==> src/include/sysbus_params.svh <==
`ifndef SYSBUS_PARAMS_SVH
`define SYSBUS_PARAMS_SVH

////////////////////////////////////////
// bus geometry
////////////////////////////////////////

`define SYS_DATA_W      16          // bus word width
`define SYS_ADDR_W      16          // byte address width
`define SYS_SEL_W       2           // one select bit per byte lane

`define RAM_WORD_AW     10          // 1K words per bank

////////////////////////////////////////
// address windows
////////////////////////////////////////

// io register page, 16'o177700 >> 4
`define IO_PAGE         12'o7774
// adr[15:14] value that maps to program/data ram
`define RAM_REGION      2'd0

////////////////////////////////////////
// power-up sequence
////////////////////////////////////////

`define DCLO_WIDTH_CLK  15          // dclo hold count
`define ACLO_DELAY_CLK  7           // aclo delay once dclo is gone
`define DCLO_CNT_W      4
`define ACLO_CNT_W      3

`endif

==> src/design/power_seq.sv <==
`timescale 1ns/10ps
`include "sysbus_params.svh"

module power_seq (
  input  logic mclkp,
  input  logic rst_n_i,
  output logic dclo_o,    // dc power low, high during power-up
  output logic aclo_o     // ac power low, drops after dclo
);

  logic [`DCLO_CNT_W-1:0] dclo_cnt;
  logic [`ACLO_CNT_W-1:0] aclo_cnt;

  ////////////////////////////////////////
  // dclo then aclo release
  ////////////////////////////////////////

  always_ff @(posedge mclkp)
  begin
    if (!rst_n_i)
    begin
      dclo_cnt <= '0;
      aclo_cnt <= '0;
      dclo_o   <= 1'b1;    // both lines asserted while in reset
      aclo_o   <= 1'b1;
    end
    else
    begin
      // dclo hold time
      if (dclo_cnt != `DCLO_WIDTH_CLK)
        dclo_cnt <= dclo_cnt + 1'b1;
      else
        dclo_o <= 1'b0;    // 16th edge after release

      // aclo counts only once dclo is gone
      if (!dclo_o)
      begin
        if (aclo_cnt != `ACLO_DELAY_CLK)
          aclo_cnt <= aclo_cnt + 1'b1;
        else
          aclo_o <= 1'b0;  // 8 edges behind dclo
      end
    end
  end

  // aclo must not be released ahead of dclo
  a_aclo_after_dclo: assert property (@(posedge mclkp)
    !aclo_o |-> !dclo_o);

endmodule

==> config.mk <==
export PLATFORM = sky130hd
export DESIGN_NAME = power_seq
export DESIGN_NICKNAME = d
export VERILOG_FILES = /design/src/design/power_seq.sv
export VERILOG_INCLUDE_DIRS = /design/src /design/src/include
export SDC_FILE = /design/constraint.sdc
export NUM_CORES = 1
export LEC_CHECK = 0
export BUFFER_PORTS_ARGS = -buffer_cell sky130_fd_sc_hd__buf_4
export CORE_AREA = 2 2 39 41
export CTS_CLUSTER_SIZE = 28
export DETAILED_ROUTE_END_ITERATION = 10
export DIE_AREA = 0 0 41 43
export GPL_ROUTABILITY_DRIVEN = 0
export HOLD_SLACK_MARGIN = 0.06
export PLACE_DENSITY = 0.53
export SKIP_LAST_GASP = 1
export SLEW_MARGIN = 20
export SYNTH_ARGS = -nofsm -noshare
export SYNTH_HDL_FRONTEND = slang
export SYNTH_SLANG_ARGS = --single-unit
export TNS_END_PERCENT = 20
==> constraint.sdc <==
create_clock -name mclkp -period 3.25 [get_ports mclkp]
set_clock_uncertainty 0.1 [all_clocks]
set_input_delay 0.325 -clock mclkp [delete_from_list [all_inputs] [get_ports mclkp]]
set_output_delay 0.325 -clock mclkp [all_outputs]
set_load 0.05 [all_outputs]
## Word-level counts from Yosys, hierarchy flattened

Cells that the tools add are included.

- Flip-flop bits (word level): 9
- Input bits: 2
- Output and inout port bits: 2
- Logic and storage cells: 12

- $add $sub $neg: 2
- Equal/unequal tests: 2
- Bitwise logic cells: 2
- Reduce and logical (&&, ||, !) cells: 2

Operators by type and width:

| operator | count |
|---|---|
| 4-bit by 1-bit adder with 4-bit output (second input constant) | 1 |
| 4-bit != test (second input constant) | 1 |
| 2-bit AND reduction | 2 |
| 3-bit by 1-bit adder with 3-bit output (second input constant) | 1 |
| 3-bit != test (second input constant) | 1 |
| 1-bit inverter | 2 |

## Logic depth before layout (Yosys ltp)

- Depth in word-level cells: 3
- Mapped depth: 4
- Mapped depth without buffers: 4

## Worst setup path before layout

No wires, ideal clock.

- Path kind: register -> register
- Start point: reg aclo_cnt[0]
- End point: reg aclo_cnt[2]
- Setup time: 0.070 ns
- Arrival: 1.165 ns
- Data required time: 3.080 ns
- Path slack: 1.916 ns
- Stages on the path, launching flop included: 5
- Path buffers: 0
- Period minus slack after synthesis: 1.334 ns
- Cell sequence: dfxtp_1 -> ha_1 -> ha_1 -> or3b_1 -> a21oi_1

- Cells in the longest elaborated chain, start to end: 2
- Elaborated cells on any way between the ends: 3
- Those cells by class: add/sub: 1; eq/ne: 1; reduce/logical: 1

RTL lines:

| item | RTL line | source |
|---|---|---|
| start: declaration | power_seq.sv:12 | `` logic [`ACLO_CNT_W-1:0] aclo_cnt; `` |
| start signal: assignment | power_seq.sv:39 | `aclo_cnt <= aclo_cnt + 1'b1;` |
| parallel branches: the longest is 2 deep, another holds 3-bit by 1-bit adder with 3-bit output | - |  |

Parallel ways; which one is timed is not known.
A chain may end at the register's enable or synchronous reset.

## Final worst setup path

- Start point: reg aclo_cnt[0]
- End point: reg aclo_cnt[1]

The elaborated chain is that of the path after synthesis.

==> metrics.txt <==
Critical Path RT=between 3 and 4 ns; Yosys warning count=0; peak supply drop=about 0.00025 V; Ant. Diodes=0; Slew @ Worst Pin=around 0.23 ns; outcome=completed; drt first pass iters=2; Post-Place Setup Slack=1.84 ns; synthesized area per cell=between 9 and 10 µm²; Final WS setup=between 1.5 and 2 ns; number of vias per cell=4.62; Max H-tree Level=1; Synth area leaders=dfxtp_1, ha_1, o21ai_0; vias in the first global route=roughly 240; GR Overflow Total=0; critical-path maximum fanout=7; Tightest Hold Check Type=input pin to register; die width=slightly above 40 µm; final wirelength=about 660 µm; DIE AREA=0.00176 mm²; All-Layer GR Usage=0.0868; row cnt=14; post-synthesis instance total=40; Worst-path clk slew=0.06 ns; starting density of the core=0.277; most common cell after layout, fill and taps aside=dfxtp_1; CTS sink count=9; Root Buffer=clkbuf_4; post-route ant nets=0; minimum clock period=~1.4 ns; fin crit share=0.434; Core ar.=about 0.0014 mm²; Cell Area, Synth=about 380 µm²; maximum clock frequency=0.709 GHz; # hold bufs at CTS=0; Crit. End Element=register; Area growth syn-to-layout=18.0%; first-pass GRT wire length=about 990 µm; pwr/cell area=roughly 470 mW/mm²; Fin. Hold Viols=0; Max Cap Violations=0; Setup TNS Final=0 ns; clk buf depth=2; syn_nets=between 40 and 50; fraction of layout cells with a size suffix above 1=0.128; DR WL/cell=approximately 10 µm; Post-CTS Setup Inserts=0; PortBufs=3; CP Class=register to register; post-synth top area share=0.471; register area share after synthesis=0.471; Clock Latency Late Sink=~0.26 ns; final net count=between 50 and 60; leak pwr=0.000190 µW; most frequent cells in the layout=dfxtp_1, o21ai_0; Hold Startpoint=rst_n_i; Vias=between 200 and 300; overall power=between 200 and 250 µW; CTS tree=built; Crit path arrival time=1.51 ns; Worst slew margin=0.847; RSZ-0062 raised after global routing=false; die height=43 µm; post-CTS sizing=0; crit path launch type=register; r2r startpoint=aclo_cnt[0]; CP Launch Point=aclo_cnt[0]; Unique masters post-synth=15; largest net degree at the start of global routing=10; DR iter-0 viols=3; Slew Limit Fails=0; Finish-stage setup viols=0; initial antenna violation count=0; Yosys reg bits=9; Synth area leader=dfxtp_1; drc violations=0; CTS Buf Count=3; I/O pin cnt=4
==> final cells by class <==
| cell class | count | area (µm²) |
|---|---|---|
| flip-flops and latches | 9 | 180 |
| repair buffers | 3 | 22.5 |
| inverters | 3 | 11.3 |
| fillers | 149 | 932 |
| well taps | 16 | 20.0 |
| clock buffers | 4 | 26.3 |
| multi-input cells | 28 | 191 |
==> state kept, by name, indices dropped and copies added, names as in the netlist <==
signal,flops
dclo_o,1
aclo_cnt,3
aclo_o,1
dclo_cnt,4
==> synthesized netlist by cell type <==
cell and instances:
dfxtp_1 9, o21ai_0 5, a21oi_1 3, ha_1 3, inv_1 3, nand2_1 3, a31oi_1 2, and3_1 2
mux2i_1 2, nand2b_1 2, or3b_1 2, a211oi_1 1, a21o_1 1, nor2b_1 1, or3_1 1
==> metrics by stage <==
stage	area (µm²)	util	hold WS, ns	instances
global route	452	0.326	0.211	63
CTS	452	0.326	0.191	63
floorplan	383	-	0.301	40
detailed placement	425	0.307	0.349	59
finish	452	0.326	0.194	63
global placement	425	0.307	0.345	59
==> critical path, stage by stage, from the launching register on <==
cell and delay (ns):
dfxtp_1 0.32, ha_1 0.19, ha_1 0.25, or3b_1 0.37, a21oi_1 0.12
==> path summary, 6_finish.rpt <==
kind,endpoint,slack (ns),cells after the start
max,aclo_cnt[1],1.84,4
min reg2reg,aclo_o,0.36,1
max reg2reg,aclo_cnt[1],1.84,4
min,dclo_o,0.19,2
==> kinds of logic (layout without fill, tap and decap cells) <==
logic type                 after synthesis  in the layout  synth area share
AOI/OAI and AO/OA                       12             12             0.176
and+or+nand+nor                         11             11             0.173
DFF                                      9              9             0.471
adders and majority gates                3              3            0.0980
buffers and inverters                    3             10            0.0294
muxes                                    2              2            0.0523
==> report_power, final <==
| group | internal (µW) | total [µW] | leakage (µW) | switching [µW] |
|---|---|---|---|---|
| sequential | 113 | 116 | 0.0000732 | 2.95 |
| clock | 47.4 | 88.0 | 0.0000150 | 40.6 |
| combinational | 4.05 | 8.90 | 0.000102 | 4.85 |
| total | 165 | 213 | 0.000190 | 48.4 |
==> metal layers <==
layer | vias up | global-route usage | share of wire
li1 | 158 | - | -
met1 | 126 | 0.114 | 0.48
met4 | 0 | 0.0400 | 0
met3 | 0 | 0.0628 | 0.078
met5 | - | 0 | 0
met2 | 7 | 0.103 | 0.44
No activity file was read; power rests on OpenSTA's default activity.
