[src/include/sysbus_params.svh]
`ifndef SYSBUS_PARAMS_SVH
`define SYSBUS_PARAMS_SVH

////////////////////////////////////////
// bus geometry
////////////////////////////////////////

`define SYS_DATA_W      16          // bus word width
`define SYS_ADDR_W      16          // byte address width
`define SYS_SEL_W       2           // one select bit per byte lane

`define RAM_WORD_AW     10          // 1K words per bank

////////////////////////////////////////
// address windows
////////////////////////////////////////

// io register page, 16'o177700 >> 4
`define IO_PAGE         12'o7774
// adr[15:14] value that maps to program/data ram
`define RAM_REGION      2'd0

////////////////////////////////////////
// power-up sequence
////////////////////////////////////////

`define DCLO_WIDTH_CLK  15          // dclo hold count
`define ACLO_DELAY_CLK  7           // aclo delay once dclo is gone
`define DCLO_CNT_W      4
`define ACLO_CNT_W      3

`endif

[src/design/sysbus_pkg.sv]
`include "sysbus_params.svh"

package sysbus_pkg;

  // plain data word and lane select
  typedef logic [`SYS_DATA_W-1:0] sys_data_t;
  typedef logic [`SYS_SEL_W-1:0]  sys_sel_t;

  ////////////////////////////////////////
  // address views
  ////////////////////////////////////////

  // memory view, 0000-3fff region, bank split on bit 11
  typedef struct packed {
    logic [1:0]               region;   // adr[15:14]
    logic [1:0]               unused;   // adr[13:12], banks mirror here
    logic                     bank;     // adr[11], lo/hi bank
    logic [`RAM_WORD_AW-1:0]  word;     // adr[10:1]
    logic                     lane;     // adr[0], byte address bit
  } sysbus_mem_t;

  // io view, 16-byte page of eight word registers
  typedef struct packed {
    logic [11:0]              page;     // adr[15:4]
    logic [2:0]               regidx;   // adr[3:1]
    logic                     lane;     // adr[0]
  } sysbus_io_t;

  // one bus address, decoded both ways by the controller
  typedef union packed {
    sysbus_mem_t mem;
    sysbus_io_t  io;
  } sysbus_addr_u;

endpackage

[src/design/sysbus_if.sv]
`timescale 1ns/10ps

// request path from the bus controller to the slaves
// read data and write strobes stay on plain ports, one per slave
interface sysbus_if import sysbus_pkg::*; ();

  sysbus_addr_u addr;    // address as seen by every slave
  sys_data_t    wdata;   // write data
  sys_sel_t     sel;     // byte lanes
  logic         we;      // direction, 1 = write

  // controller side drives the request
  modport ctrl (
    output addr,
    output wdata,
    output sel,
    output we
  );

  // slaves only look at it
  modport slave (
    input addr,
    input wdata,
    input sel,
    input we
  );

endinterface

[src/design/sys_regs.sv]
`timescale 1ns/10ps

module sys_regs import sysbus_pkg::*; (
  input  logic      mclkp,
  input  logic      rst_n_i,
  sysbus_if.slave   bus,
  input  logic      we_i,     // io page write strobe
  output sys_data_t rd_o
);

  localparam int NREGS = 8;   // 177700..177716

  sys_data_t  regs [0:NREGS-1];
  logic [2:0] idx;
  sys_data_t  rd_q;

  assign idx = bus.addr.io.regidx;

  ////////////////////////////////////////
  // register file
  ////////////////////////////////////////

  always_ff @(posedge mclkp)
  begin
    if (!rst_n_i)
    begin
      for (int i = 0; i < NREGS; i++)
        regs[i] <= '0;                       // all registers read zero after reset
    end
    else if (we_i)
    begin
      if (bus.sel[0])
        regs[idx][7:0]  <= bus.wdata[7:0];   // low byte, even address
      if (bus.sel[1])
        regs[idx][15:8] <= bus.wdata[15:8];  // high byte
    end
  end

  always_ff @(posedge mclkp)
    rd_q <= regs[idx];                       // one cycle behind the address

  assign rd_o = rd_q;

  // the controller only strobes on a real write with at least one lane
  a_we_sel: assert property (@(posedge mclkp) disable iff (!rst_n_i)
    we_i |-> (bus.we && (bus.sel != '0)));

endmodule

[src/flat_wrapper.sv]
// flat-port wrapper written by rule: the top's interface ports become plain ports
module sys_regs_flat import sysbus_pkg::*;
  (mclkp, rst_n_i, we_i, rd_o, bus_addr, bus_wdata, bus_sel, bus_we);
  sysbus_if bus_i ();
  input  logic mclkp;
  input  logic rst_n_i;
  input  logic we_i;
  output sys_data_t rd_o;
  input wire logic [$bits(bus_i.addr)-1:0] bus_addr;
  input wire logic [$bits(bus_i.wdata)-1:0] bus_wdata;
  input wire logic [$bits(bus_i.sel)-1:0] bus_sel;
  input wire logic [$bits(bus_i.we)-1:0] bus_we;
  assign bus_i.addr = bus_addr;
  assign bus_i.wdata = bus_wdata;
  assign bus_i.sel = bus_sel;
  assign bus_i.we = bus_we;
  sys_regs u_core (.mclkp(mclkp), .rst_n_i(rst_n_i), .bus(bus_i), .we_i(we_i), .rd_o(rd_o));
endmodule
[config.mk]
export PLATFORM = sky130hd
export DESIGN_NAME = sys_regs_flat
export DESIGN_NICKNAME = d
export VERILOG_FILES = /design/src/design/sysbus_pkg.sv /design/src/design/sysbus_if.sv /design/src/design/sys_regs.sv /design/src/flat_wrapper.sv
export VERILOG_INCLUDE_DIRS = /design/src /design/src/include
export SDC_FILE = /design/constraint.sdc
export NUM_CORES = 1
export LEC_CHECK = 0
export BUFFER_PORTS_ARGS = -buffer_cell sky130_fd_sc_hd__buf_2
export CAP_MARGIN = 20
export CORE_MARGIN = 4
export CORE_UTILIZATION = 50
export CTS_BUF_LIST = sky130_fd_sc_hd__clkbuf_16
export CTS_CLUSTER_SIZE = 8
export DETAILED_ROUTE_END_ITERATION = 7
export GPL_ROUTABILITY_DRIVEN = 0
export PLACE_DENSITY = 0.73
export SYNTH_ARGS = -nofsm -noshare
export SYNTH_HDL_FRONTEND = slang
export SYNTH_SLANG_ARGS = --single-unit
[constraint.sdc]
create_clock -name mclkp -period 4.8 [get_ports mclkp]
set_input_delay 0.72 -clock mclkp [delete_from_list [all_inputs] [get_ports mclkp]]
set_output_delay 0.72 -clock mclkp [all_outputs]
set_load 0.01 [all_outputs]
# Word-level counts from Yosys, hierarchy flattened

Memory sizes are Yosys's and may differ from the RTL's. A register that Yosys moved wholly into a read port is not among the register bits.
Cells that the tools add are included.

Mux-type cells: 12
Reductions and logical operators: 1

Operators by type and width:

| cell             | number |
|---|---|
| $mux 16          | 1 |
| $reduce_or 16->1 | 1 |
| $mux 1           | 9 |
| $mux 3           | 1 |
| $mux 2           | 1 |

Register bits: 0
RAM bits: 128
Input bits: 38
Output and inout port bits: 16
Logic and storage cells: 14
Memories kept: 1

Memories:

| memory      | words | bits a word | read ports | clocked after memory_dff | write ports | RTL line       | text |
|---|---|---|---|---|---|---|---|
| u_core.regs | 8     | 16          | 1          | 1                        | 8           | sys_regs.sv:13 | `sys_data_t regs [0:NREGS-1];` |

# Depth between registers and ports, before layout

Depth in word-level cells: 6
Gate-level depth with buffers: 5

# Worst setup path before layout

OpenSTA, ideal clock, no wires.

Path type: input port to flip-flop
Start point: input bus_addr[1]
End point: memory u_core.regs[2][0] (netlist name), enable pin
Data arrival time: 1.869 ns
Setup slack: 2.547 ns
Cell stages on the path: 4
Path buffers: 2
Cells stage by stage: buf_2 -> nand2b_1 -> buf_2 -> o21ai_0

RTL lines:

| item               | RTL line          | text |
|---|---|---|
| start: declaration | flat_wrapper.sv:9 | `input wire logic [$bits(bus_i.addr)-1:0] bus_addr;` |
| end: declaration   | sys_regs.sv:13    |  |

==> results.sh <==
export IMPL_yosysUniqueCellTypes=21
export IMPL_antenna_found_initial=3
export IMPL_pwr_share_seq_pct=50.1
export IMPL_coreArea_um2=12100
export IMPL_power_density_nw_per_um2=407
export IMPL_synth_area_um2=6180
export IMPL_hpwl_mm=7.55
export IMPL_layout_min_cycle_time_ns=2.82
export IMPL_viasPerCell=5.36
export IMPL_p_int_uw=2300
export IMPL_hp_class="reg -> reg"
export IMPL_peakVddDrop_v=0.000253
export IMPL_top_usage_layer="met2"
export IMPL_cts_setup_buffers=0
export IMPL_detail_route_antenna_nets=0
export IMPL_drc=0
export IMPL_grt_pass1_wl_mm=18.7
export IMPL_critPathBufInv=1
export IMPL_end_kind="register"
export IMPL_max_freq_mhz=355
export IMPL_ys_ff_latch=144
export IMPL_clk_latency_ns=0.42
export IMPL_worst_pin_slew_ns=0.903
export IMPL_die_area_um2=14200
export IMPL_netSwitchingFraction_pct=21.4
export IMPL_grt_start_max_net_pins=41
export IMPL_syn_to_final_growth_pct=16.2
export IMPL_slew_violations=0
export IMPL_root_buffer="clkbuf_16"
export IMPL_grt_usage_pct=18.0
export IMPL_dp_slack_ns=1.51
export IMPL_critPathSlowestCell="buf_2"
export IMPL_synth_seq_area_share_pct=67.4
export IMPL_p_sw_uw=625
export IMPL_synthCells=381
export IMPL_fin_setup_tns_ns=0
export IMPL_grt_ovfl_total=0
export IMPL_grt_use_met1_pct=24.4
export IMPL_crit_chain="buf_2 > nand4_1 > nor3_2 > nand2b_1"
export IMPL_rsz0062_at_grt="no"
export IMPL_cp_top_family="simple AND/OR/NAND/NOR gates"
export IMPL_cp_max_fo=40
export IMPL_wirelength_mm=11.7
export IMPL_final_util_pct=59.5
export IMPL_use_met2_pct=27.3
export IMPL_yosys_warnings=0
export IMPL_clockBufferDepth=2
export IMPL_critPathLaunchType="input pin"
export IMPL_critPathRequiredTime_ns=4.86
export IMPL_grt_pass1_vias=3473
export IMPL_hold_buffers=0
export IMPL_slowest_delay_ns=0.68
export IMPL_finalCritPeriodShare_pct=58.7
export IMPL_power_leakage_uw=0.00257
export IMPL_finalHoldViolCount=0
export IMPL_io_buffers=39
export IMPL_drive_gt1_share_pct=29.0
export IMPL_arrival_ns=2.88
export IMPL_avgSynthCellArea_um2=16.2
export IMPL_fp_row_count=40
export IMPL_vias=3321
export IMPL_cts_tree="built"
export IMPL_status="finished clean"
export IMPL_syn_nets=419
export IMPL_die_x_um=119
export IMPL_die_h_um=119
export IMPL_skew_ns=0.0116
export IMPL_routedWlPerCell_um=18.9
export IMPL_post_cts_resize_count=0
export IMPL_worstSetupPathType="in -> reg"
export IMPL_setup_viol=0
export IMPL_drtIter0Drc=306
export IMPL_grtUsageMet3_pct=5.89
export IMPL_numCtsBuffers=17
export IMPL_pin_count=54
export IMPL_cts_num_sinks=144
export IMPL_combPwrFrac_pct=6.9
export IMPL_nets=476
export IMPL_start_util_pct=51.2
export IMPL_clkTransAtPathRegs_ns=0.06
export IMPL_cts_max_level=4
export IMPL_first_pass_iters=5
export IMPL_fin_ws_ns=1.98
export IMPL_maxSlewHeadroom_pct=39.8
export IMPL_drv_cap=0
export IMPL_clkPwrFrac_pct=43.0
==> area by class of cell <==
class,count,area (um2)
Antenna cell,1,2.50
Clock buffer,17,425
Clock inverter,15,144
Fill cell,923,4880
Inverter,2,7.51
Multi-Input combinational cell,221,1930
Sequential cell,144,4160
Tap cell,168,210
Timing Repair Buffer,52,293
==> through the flow <==
stage / power (uW) / hold slack, ns / std cells / cell area [um2]
5_1_grt: 3020 / 0.686 / 620 / 7180
6_report: 2920 / 0.639 / 620 / 7180
3_3_place_gp: 1680 / 0.655 / 587 / 6610
4_1_cts: 2940 / 0.660 / 619 / 7180
2_1_floorplan: 1610 / 0.541 / 381 / 6180
3_5_place_dp: 1690 / 0.662 / 587 / 6610
==> placed cells by master, fill, tap and decap left out, types with 12 or more instances in the layout <==
master	synthesis	layout
and2_1	128	128
buf_2	11	39
buf_4	2	13
clkbuf_16	0	17
dfxtp_1	16	16
edfxtp_1	128	128
mux2_2	15	15
mux4_2	30	30
nor2_1	12	12
o21ai_0	12	12
==> cells in the mapped netlist <==
library cell | instances | area, um2
nand4b_1 | 2 | 17.5
nand2b_1 | 7 | 43.8
nand2_1 | 2 | 7.51
nand4_1 | 2 | 12.5
inv_1 | 2 | 7.51
buf_4 | 2 | 15.0
mux4_2 | 30 | 676
o211ai_1 | 1 | 7.51
clkbuf_1 | 1 | 3.75
and2_1 | 128 | 801
o21ai_0 | 12 | 60.1
nor3b_1 | 1 | 7.51
edfxtp_1 | 128 | 3840
mux2_2 | 15 | 169
mux2i_1 | 2 | 20.0
o32a_1 | 2 | 20.0
a31oi_1 | 1 | 6.26
nor2_1 | 12 | 45.0
dfxtp_1 | 16 | 320
nor3_2 | 4 | 40.0
buf_2 | 11 | 55.1
==> logic make-up after synthesis <==
family	share of synthesized area, %
AO/OA/AOI/OAI	1.52
buffers and inverters	1.32
flip-flops	67.4
multiplexers	14.0
AND/OR/NAND/NOR	15.8
==> power groups by stage <==
stage | Combinational, uW | Clock [uW] | Sequential, uW
after floorplan | 113 | 0 | 1490
after global placement | 200 | 0 | 1480
after detailed placement | 204 | 0 | 1490
after CTS | 205 | 1270 | 1460
after global routing | 220 | 1330 | 1470
final | 203 | 1260 | 1460
==> registers in the layout, indices dropped and copies added, names as in the netlist <==
register and cells:
u_core.regs 128, u_core.rd_o 16
==> metal layers <==
layer  vias to the layer above  part of all wire, %
li1                       1535                    -
met3                        18                  7.2
met2                       127                   49
met5                         -                 0.23
met4                         4                  1.5
met1                      1637                   42
==> worst min-delay path: cells and delay by family (launching register included) <==
| family | cells | cell delay, ns |
|---|---|---|
| AO/OA/AOI/OAI | 2 | 0.29 |
| flip-flops | 1 | 0.32 |
==> path summary, 6_finish.rpt <==
kind / slack (ns) / startpoint / depth (start not counted) / to
worst min-delay path: 0.64 / u_core.regs[6][13]$_SDFFCE_PN0P_ / 2 / u_core.rd_o[13]$_DFF_P_
worst max register to register: 3.53 / u_core.regs[5][14]$_SDFFCE_PN0P_ / 2 / u_core.rd_o[14]$_DFF_P_
worst max-delay path: 1.98 / bus_addr[3] / 4 / u_core.regs[4][13]$_SDFFCE_PN0P_
worst min register to register: 0.64 / u_core.regs[6][13]$_SDFFCE_PN0P_ / 2 / u_core.rd_o[13]$_DFF_P_
Note: power is estimated with default switching activity, not from simulation.
