File: src/include/sysbus_params.svh
`ifndef SYSBUS_PARAMS_SVH
`define SYSBUS_PARAMS_SVH

////////////////////////////////////////
// bus geometry
////////////////////////////////////////

`define SYS_DATA_W      16          // bus word width
`define SYS_ADDR_W      16          // byte address width
`define SYS_SEL_W       2           // one select bit per byte lane

`define RAM_WORD_AW     10          // 1K words per bank

////////////////////////////////////////
// address windows
////////////////////////////////////////

// io register page, 16'o177700 >> 4
`define IO_PAGE         12'o7774
// adr[15:14] value that maps to program/data ram
`define RAM_REGION      2'd0

////////////////////////////////////////
// power-up sequence
////////////////////////////////////////

`define DCLO_WIDTH_CLK  15          // dclo hold count
`define ACLO_DELAY_CLK  7           // aclo delay once dclo is gone
`define DCLO_CNT_W      4
`define ACLO_CNT_W      3

`endif

File: src/design/sysbus_pkg.sv
`include "sysbus_params.svh"

package sysbus_pkg;

  // plain data word and lane select
  typedef logic [`SYS_DATA_W-1:0] sys_data_t;
  typedef logic [`SYS_SEL_W-1:0]  sys_sel_t;

  ////////////////////////////////////////
  // address views
  ////////////////////////////////////////

  // memory view, 0000-3fff region, bank split on bit 11
  typedef struct packed {
    logic [1:0]               region;   // adr[15:14]
    logic [1:0]               unused;   // adr[13:12], banks mirror here
    logic                     bank;     // adr[11], lo/hi bank
    logic [`RAM_WORD_AW-1:0]  word;     // adr[10:1]
    logic                     lane;     // adr[0], byte address bit
  } sysbus_mem_t;

  // io view, 16-byte page of eight word registers
  typedef struct packed {
    logic [11:0]              page;     // adr[15:4]
    logic [2:0]               regidx;   // adr[3:1]
    logic                     lane;     // adr[0]
  } sysbus_io_t;

  // one bus address, decoded both ways by the controller
  typedef union packed {
    sysbus_mem_t mem;
    sysbus_io_t  io;
  } sysbus_addr_u;

endpackage

File: src/design/sysbus_if.sv
`timescale 1ns/10ps

// request path from the bus controller to the slaves
// read data and write strobes stay on plain ports, one per slave
interface sysbus_if import sysbus_pkg::*; ();

  sysbus_addr_u addr;    // address as seen by every slave
  sys_data_t    wdata;   // write data
  sys_sel_t     sel;     // byte lanes
  logic         we;      // direction, 1 = write

  // controller side drives the request
  modport ctrl (
    output addr,
    output wdata,
    output sel,
    output we
  );

  // slaves only look at it
  modport slave (
    input addr,
    input wdata,
    input sel,
    input we
  );

endinterface

File: src/design/bus_ctrl.sv
`timescale 1ns/10ps
`include "sysbus_params.svh"

module bus_ctrl import sysbus_pkg::*; (
  input  logic                   mclkp,
  input  logic                   rst_n_i,
  // master side
  input  logic [`SYS_ADDR_W-1:0] adr_i,
  input  sys_data_t              dat_i,
  input  sys_sel_t               sel_i,
  input  logic                   we_i,
  input  logic                   cyc_i,
  input  logic                   stb_i,
  output sys_data_t              dat_o,
  output logic                   ack_o,
  // slave side
  sysbus_if.ctrl                 bus,
  output logic                   ram_lo_we_o,
  output logic                   ram_hi_we_o,
  output logic                   regs_we_o,
  input  sys_data_t              ram_lo_rd_i,
  input  sys_data_t              ram_hi_rd_i,
  input  sys_data_t              regs_rd_i
);

  sysbus_addr_u dec;       // address seen through both views
  logic         req;       // active bus cycle
  logic         wr_req;    // active write cycle
  logic         ram_sel;   // 0000-3fff
  logic         io_sel;    // 177700-177717
  logic [1:0]   ack_q;     // read latency pipe

  ////////////////////////////////////////
  // decode
  ////////////////////////////////////////

  assign dec     = adr_i;
  assign req     = cyc_i & stb_i;
  assign wr_req  = req & we_i;
  assign ram_sel = (dec.mem.region == `RAM_REGION);
  assign io_sel  = (dec.io.page == `IO_PAGE);   // c000-ffff video window is left open

  // broadcast the request, slaves act only on their own strobe
  assign bus.addr  = dec;
  assign bus.wdata = dat_i;
  assign bus.sel   = sel_i;
  assign bus.we    = we_i;

  assign ram_lo_we_o = wr_req & ram_sel & ~dec.mem.bank;   // 0000-07ff
  assign ram_hi_we_o = wr_req & ram_sel &  dec.mem.bank;   // 0800-0fff
  assign regs_we_o   = wr_req & io_sel;

  ////////////////////////////////////////
  // acknowledge
  ////////////////////////////////////////

  // stage 0 marks the first sampled edge, stage 1 the second
  always_ff @(posedge mclkp)
  begin
    if (!rst_n_i)
    begin
      ack_q <= 2'b00;
    end
    else
    begin
      ack_q[0] <= req;
      ack_q[1] <= req & ack_q[0];   // collapses as soon as the master lets go
    end
  end

  // writes go straight through, reads wait out the registered slave data
  assign ack_o = req & (we_i | ack_q[1]);

  ////////////////////////////////////////
  // read data
  ////////////////////////////////////////

  always_comb
  begin
    dat_o = '0;                                    // unmapped reads as zero
    if (ram_sel)
      dat_o = dec.mem.bank ? ram_hi_rd_i : ram_lo_rd_i;
    else if (io_sel)
      dat_o = regs_rd_i;
  end

  // an acknowledge never shows up outside a live cycle
  a_ack_in_cycle: assert property (@(posedge mclkp) disable iff (!rst_n_i)
    ack_o |-> (cyc_i && stb_i));

endmodule

File: src/flat_wrapper.sv
// flat-port wrapper written by rule: the top's interface ports become plain ports
module bus_ctrl_flat import sysbus_pkg::*;
  (mclkp, rst_n_i, adr_i, dat_i, sel_i, we_i, cyc_i, stb_i, dat_o, ack_o, ram_lo_we_o, ram_hi_we_o, regs_we_o, ram_lo_rd_i, ram_hi_rd_i, regs_rd_i, bus_addr, bus_wdata, bus_sel, bus_we);
  sysbus_if bus_i ();
  input  logic mclkp;
  input  logic rst_n_i;
  input  logic [`SYS_ADDR_W-1:0] adr_i;
  input  sys_data_t dat_i;
  input  sys_sel_t sel_i;
  input  logic we_i;
  input  logic cyc_i;
  input  logic stb_i;
  output sys_data_t dat_o;
  output logic ack_o;
  output logic ram_lo_we_o;
  output logic ram_hi_we_o;
  output logic regs_we_o;
  input  sys_data_t ram_lo_rd_i;
  input  sys_data_t ram_hi_rd_i;
  input  sys_data_t regs_rd_i;
  output wire logic [$bits(bus_i.addr)-1:0] bus_addr;
  output wire logic [$bits(bus_i.wdata)-1:0] bus_wdata;
  output wire logic [$bits(bus_i.sel)-1:0] bus_sel;
  output wire logic [$bits(bus_i.we)-1:0] bus_we;
  assign bus_addr = bus_i.addr;
  assign bus_wdata = bus_i.wdata;
  assign bus_sel = bus_i.sel;
  assign bus_we = bus_i.we;
  bus_ctrl u_core (.mclkp(mclkp), .rst_n_i(rst_n_i), .adr_i(adr_i), .dat_i(dat_i), .sel_i(sel_i), .we_i(we_i), .cyc_i(cyc_i), .stb_i(stb_i), .dat_o(dat_o), .ack_o(ack_o), .bus(bus_i), .ram_lo_we_o(ram_lo_we_o), .ram_hi_we_o(ram_hi_we_o), .regs_we_o(regs_we_o), .ram_lo_rd_i(ram_lo_rd_i), .ram_hi_rd_i(ram_hi_rd_i), .regs_rd_i(regs_rd_i));
endmodule
File: config.mk
export PLATFORM = sky130hd
export DESIGN_NAME = bus_ctrl_flat
export DESIGN_NICKNAME = d
export VERILOG_FILES = /design/src/design/sysbus_pkg.sv /design/src/design/sysbus_if.sv /design/src/design/bus_ctrl.sv /design/src/flat_wrapper.sv
export VERILOG_INCLUDE_DIRS = /design/src /design/src/include
export SDC_FILE = /design/constraint.sdc
export NUM_CORES = 1
export LEC_CHECK = 0
export BUFFER_PORTS_ARGS = -buffer_cell sky130_fd_sc_hd__buf_2
export CORE_ASPECT_RATIO = 1.5
export CORE_MARGIN = 3
export CORE_UTILIZATION = 28
export DETAILED_ROUTE_END_ITERATION = 6
export PLACE_DENSITY = 0.87
export RECOVER_POWER = 100
export SETUP_SLACK_MARGIN = 0.1
export SYNTH_ARGS = -nofsm -noshare
export SYNTH_HDL_FRONTEND = slang
export SYNTH_SLANG_ARGS = --single-unit
File: constraint.sdc
create_clock -name mclkp -period 1.6 [get_ports mclkp]
set_input_delay 0.08 -clock mclkp [delete_from_list [all_inputs] [get_ports mclkp]]
set_output_delay 0.08 -clock mclkp [all_outputs]
set_load 0.02 [all_outputs]
Word level (Yosys, flattened, before mapping)
Cells that the tools add are included.

word-level totals
  bits in registers = 2
  word-level logic and storage cells = 16
  output and inout bits = 55

cells by class
  bitwise logic cells = 10
  equality and inequality tests = 1
  multiplexer cells = 3
  reduce and logical (&&, ||, !) cells = 1

operator list
  operator                number
  $mux W16                3
  $eq A12 B12 Y1 const B  1
  $and A1 B1 Y1           8
  $logic_not A2 Y1        1
  $not A1 Y1              1
  $or A1 B1 Y1            1

Logic depth before layout (Yosys ltp)
  word-level depth = 4
  depth in mapped cells = 5

Worst setup path before layout
Ideal clock, no wire load.

  path kind = input port to output port
  from = input port adr_i[15]
  to = output port dat_o[10]
  cell stages on the path = 4
  required time = 1520 ps
  path slack = 449 ps
  arrival = 1071 ps
  cell sequence = or2_2 buf_2 clkbuf_1 o2bb2ai_1

between the ends
  cells in the longest elaborated chain, start to end = 3
  elaborated cells between the ends (all ways) = 4

ends and longest elaborated chain
  element                   line                text
  start: declaration        flat_wrapper.sv:7   input logic [`SYS_ADDR_W-1:0] adr_i;
  $eq A12 B12 Y1 (no line)  -
  $mux W16                  bus_ctrl.sv:83      else if (io_sel)
  $mux W16 *                bus_ctrl.sv:81      if (ram_sel)
  end: declaration          flat_wrapper.sv:13  output sys_data_t dat_o;

Mark *: on every way between the ends. The rest lies on a longest branch, timed or not.

Final worst setup path
  from = input port adr_i[11]
  to = output port dat_o[2]

Same word-level chain as after synthesis.

==> impl_metrics.yaml <==
run_status:
  outcome: "completed"
logic_synthesis:
  syn-num-nets: 174
  ys_warn_count: 0
  ys_ff_latch: 2
  synth_top_area_cell: "buf_4"
  syn_area_per_cell_um2: 8.600
  synth_top_area_share_pct: 35.12
  synth_cell_types: 19
  ys_seq_area_share_pct: 5.351
  ys_top_cells_by_area: "buf_4 (35%), mux2i_1 (21%), o2bb2ai_1 (19%), dfxtp_1 (5.4%), buf_6 (3.0%)"
  synthCells: 87
  synth_area_um2: 748.2
route:
  wl_per_cell_um: 16.61
  drt_iter0_drc: 8
  drt-total-wl_mm: 3.090
  vias: 877
  drc: 0
  ant_nets: 0
  dr.pass1.iters: 2
  via_per_inst: 4.715
placement:
  hpwl_mm: 2.678
  dp.cells: 183
  port_buffers: 97
  place_congestion: 0.6818
  dp_slack_ns: 0.3032
global_routing:
  busiest_layer: "met2"
  grt_use_total_pct: 16.33
  grt_pass1_vias: 852
  antenna_found_initial: 0
  use_met2_pct: 29.36
  grt_first_pass_wirelength_mm: 3.898
  grt_start_max_net_pins: 19
  grt_overflow: 0
  grt_util_met3_pct: 1.039
  grt_use_met1_pct: 15.37
timing:
  worst_pin_slew_ns: 0.6105
  timing.setup.tns_ns: 0
  fin_skew_ns: 0.0008212
  rsz0062_at_grt: "false"
  finalSetupViolations: 0
  hold_viol_final: 0
  slew_headroom_pct: 59.30
  period_share_pct: 84.15
  final_max_slew_viol_count: 0
  fmax_mhz: 742.7
  min_period_ns: 1.346
  finalWorstSetupSlack_ns: 0.2535
setup_path:
  cp-start-kind: "primary input"
  cp_max_fo: 9
  crit_type: "in -> out"
  critPathCaptureType: "output pin"
  critical_path_arrival_ns: 1.27
  cp.required_ns: 1.52
run:
  max_cap_viol_count: 0
finish:
  layout_common_cells: "buf_2 (66), clkbuf_1 (32), mux2i_1 (16), o2bb2ai_1 (16), clkbuf_4 (3)"
  fin_nets: 239
  top_register: "u_core.ack_q"
  antenna_cells: 0
  largest_reg_flops: 2
  drive_gt1_share_pct: 48.67
  mostFrequentLayoutCell: "buf_2"
  syn_to_final_growth_pct: 31.27
  final_util_pct: 39.21
  reg_top3: "u_core.ack_q x2"
  fin_cells: 186
  n_fill_cell: 286
die:
  core_area_mm2: 0.002505
  boundaryPins: 142
  die_y_um: 69.31
  num_rows: 22
  die_area_mm2: 0.003341
  die_w_um: 48.21
  initial_core_util_pct: 29.87
clock_network:
  cts_tree: "done"
  clock_latency_ns: 0.22
  htreeDepth: 1
  cts-root-buf: "clkbuf_4"
  hold_buffers: 0
  cts_resized: 0
  cts_made_buffers: 3
  postCtsSetupBuffers: 0
  clock_path_buffers: 2
  clk_pin_slew_ns: 0.03
  cts_sinks: 2
pwr:
  p_clk_share_pct: 29.0
  switchingPower_mw: 0.1599
  switching_share_pct: 40.49
  p_per_area_mw_per_mm2: 402.1
  p_comb_share_pct: 57.9
  ir_worst_vdd_uv: 222.5
  leakagePower_nw: 0.5055
  internal_power_mw: 0.2350
  seqPwrFrac_pct: 13.1
hold_path:
  hp-class: "in -> reg"
==> synthesized netlist by cell type <==
library cell  count
buf_4            35
clkbuf_1          1
nor3_1            2
mux2i_1          16
and3_1            1
nand4_4           1
dfxtp_1           2
buf_2             2
nand3_1           1
or2_2             1
nand4_1           1
nor4_1            1
inv_1             1
nand4bb_1         1
buf_6             2
o211a_1           1
nor3_4            1
and2_1            1
o2bb2ai_1        16
==> final cells by class <==
cell class                 instances  area, µm²  share of cell area (%)
inverter                           1      3.754                  0.3822
timing repair buffer             100      465.4                   47.39
multi-input combinational         44      405.4                   41.27
clock buffer                       3      22.52                   2.293
tap                               36      45.04                   4.586
sequential                         2      40.04                   4.076
==> kinds of logic after synthesis <==
logic type      Yosys count  synth area share, %
compound gates           17                20.07
buf+inv                  41                40.47
flops                     2                5.351
mux                      16                21.40
simple gates             11                12.71
==> routing by layer <==
layer | share of wire, % | up-vias
met2 | 50 | 66
met4 | 5.8 | 0
met5 | 0 | -
met1 | 32 | 371
li1 | - | 414
met3 | 12 | 26
==> per-stage QoR <==
step                power (mW)  hold WS, ns  cell area [µm²]
finish                  0.3949       0.1313            982.2
detailed placement      0.2927       0.1601             1002
global route            0.4171       0.1418            982.2
global placement        0.2909       0.1601             1002
CTS                     0.4114       0.1238             1025
floorplan               0.2689       0.2426            748.2
==> worst paths after layout <==
path                         from  slack, ns              end  depth (start not counted)
hold / removal            rst_n_i       0.13  u_core.ack_q[0]                          2
setup reg to reg  u_core.ack_q[0]       1.08  u_core.ack_q[1]                          1
hold reg to reg   u_core.ack_q[0]       0.45  u_core.ack_q[1]                          1
setup / recovery        adr_i[11]       0.25         dat_o[2]                          5
==> worst max-delay path: stages <==
cell       delay [ns]
buf_2            0.12
clkbuf_1         0.47
mux2i_1          0.16
o2bb2ai_1        0.17
clkbuf_1         0.27
==> power groups by stage <==
stage               Clock, mW  Sequential (mW)  Combinational, mW
floorplan                   0           0.0523              0.217
global placement            0           0.0524              0.239
detailed placement          0           0.0524              0.240
CTS                     0.119           0.0517              0.241
global route            0.117           0.0518              0.248
finish                  0.114           0.0518              0.229
Note: power is estimated with default switching activity, not from simulation.
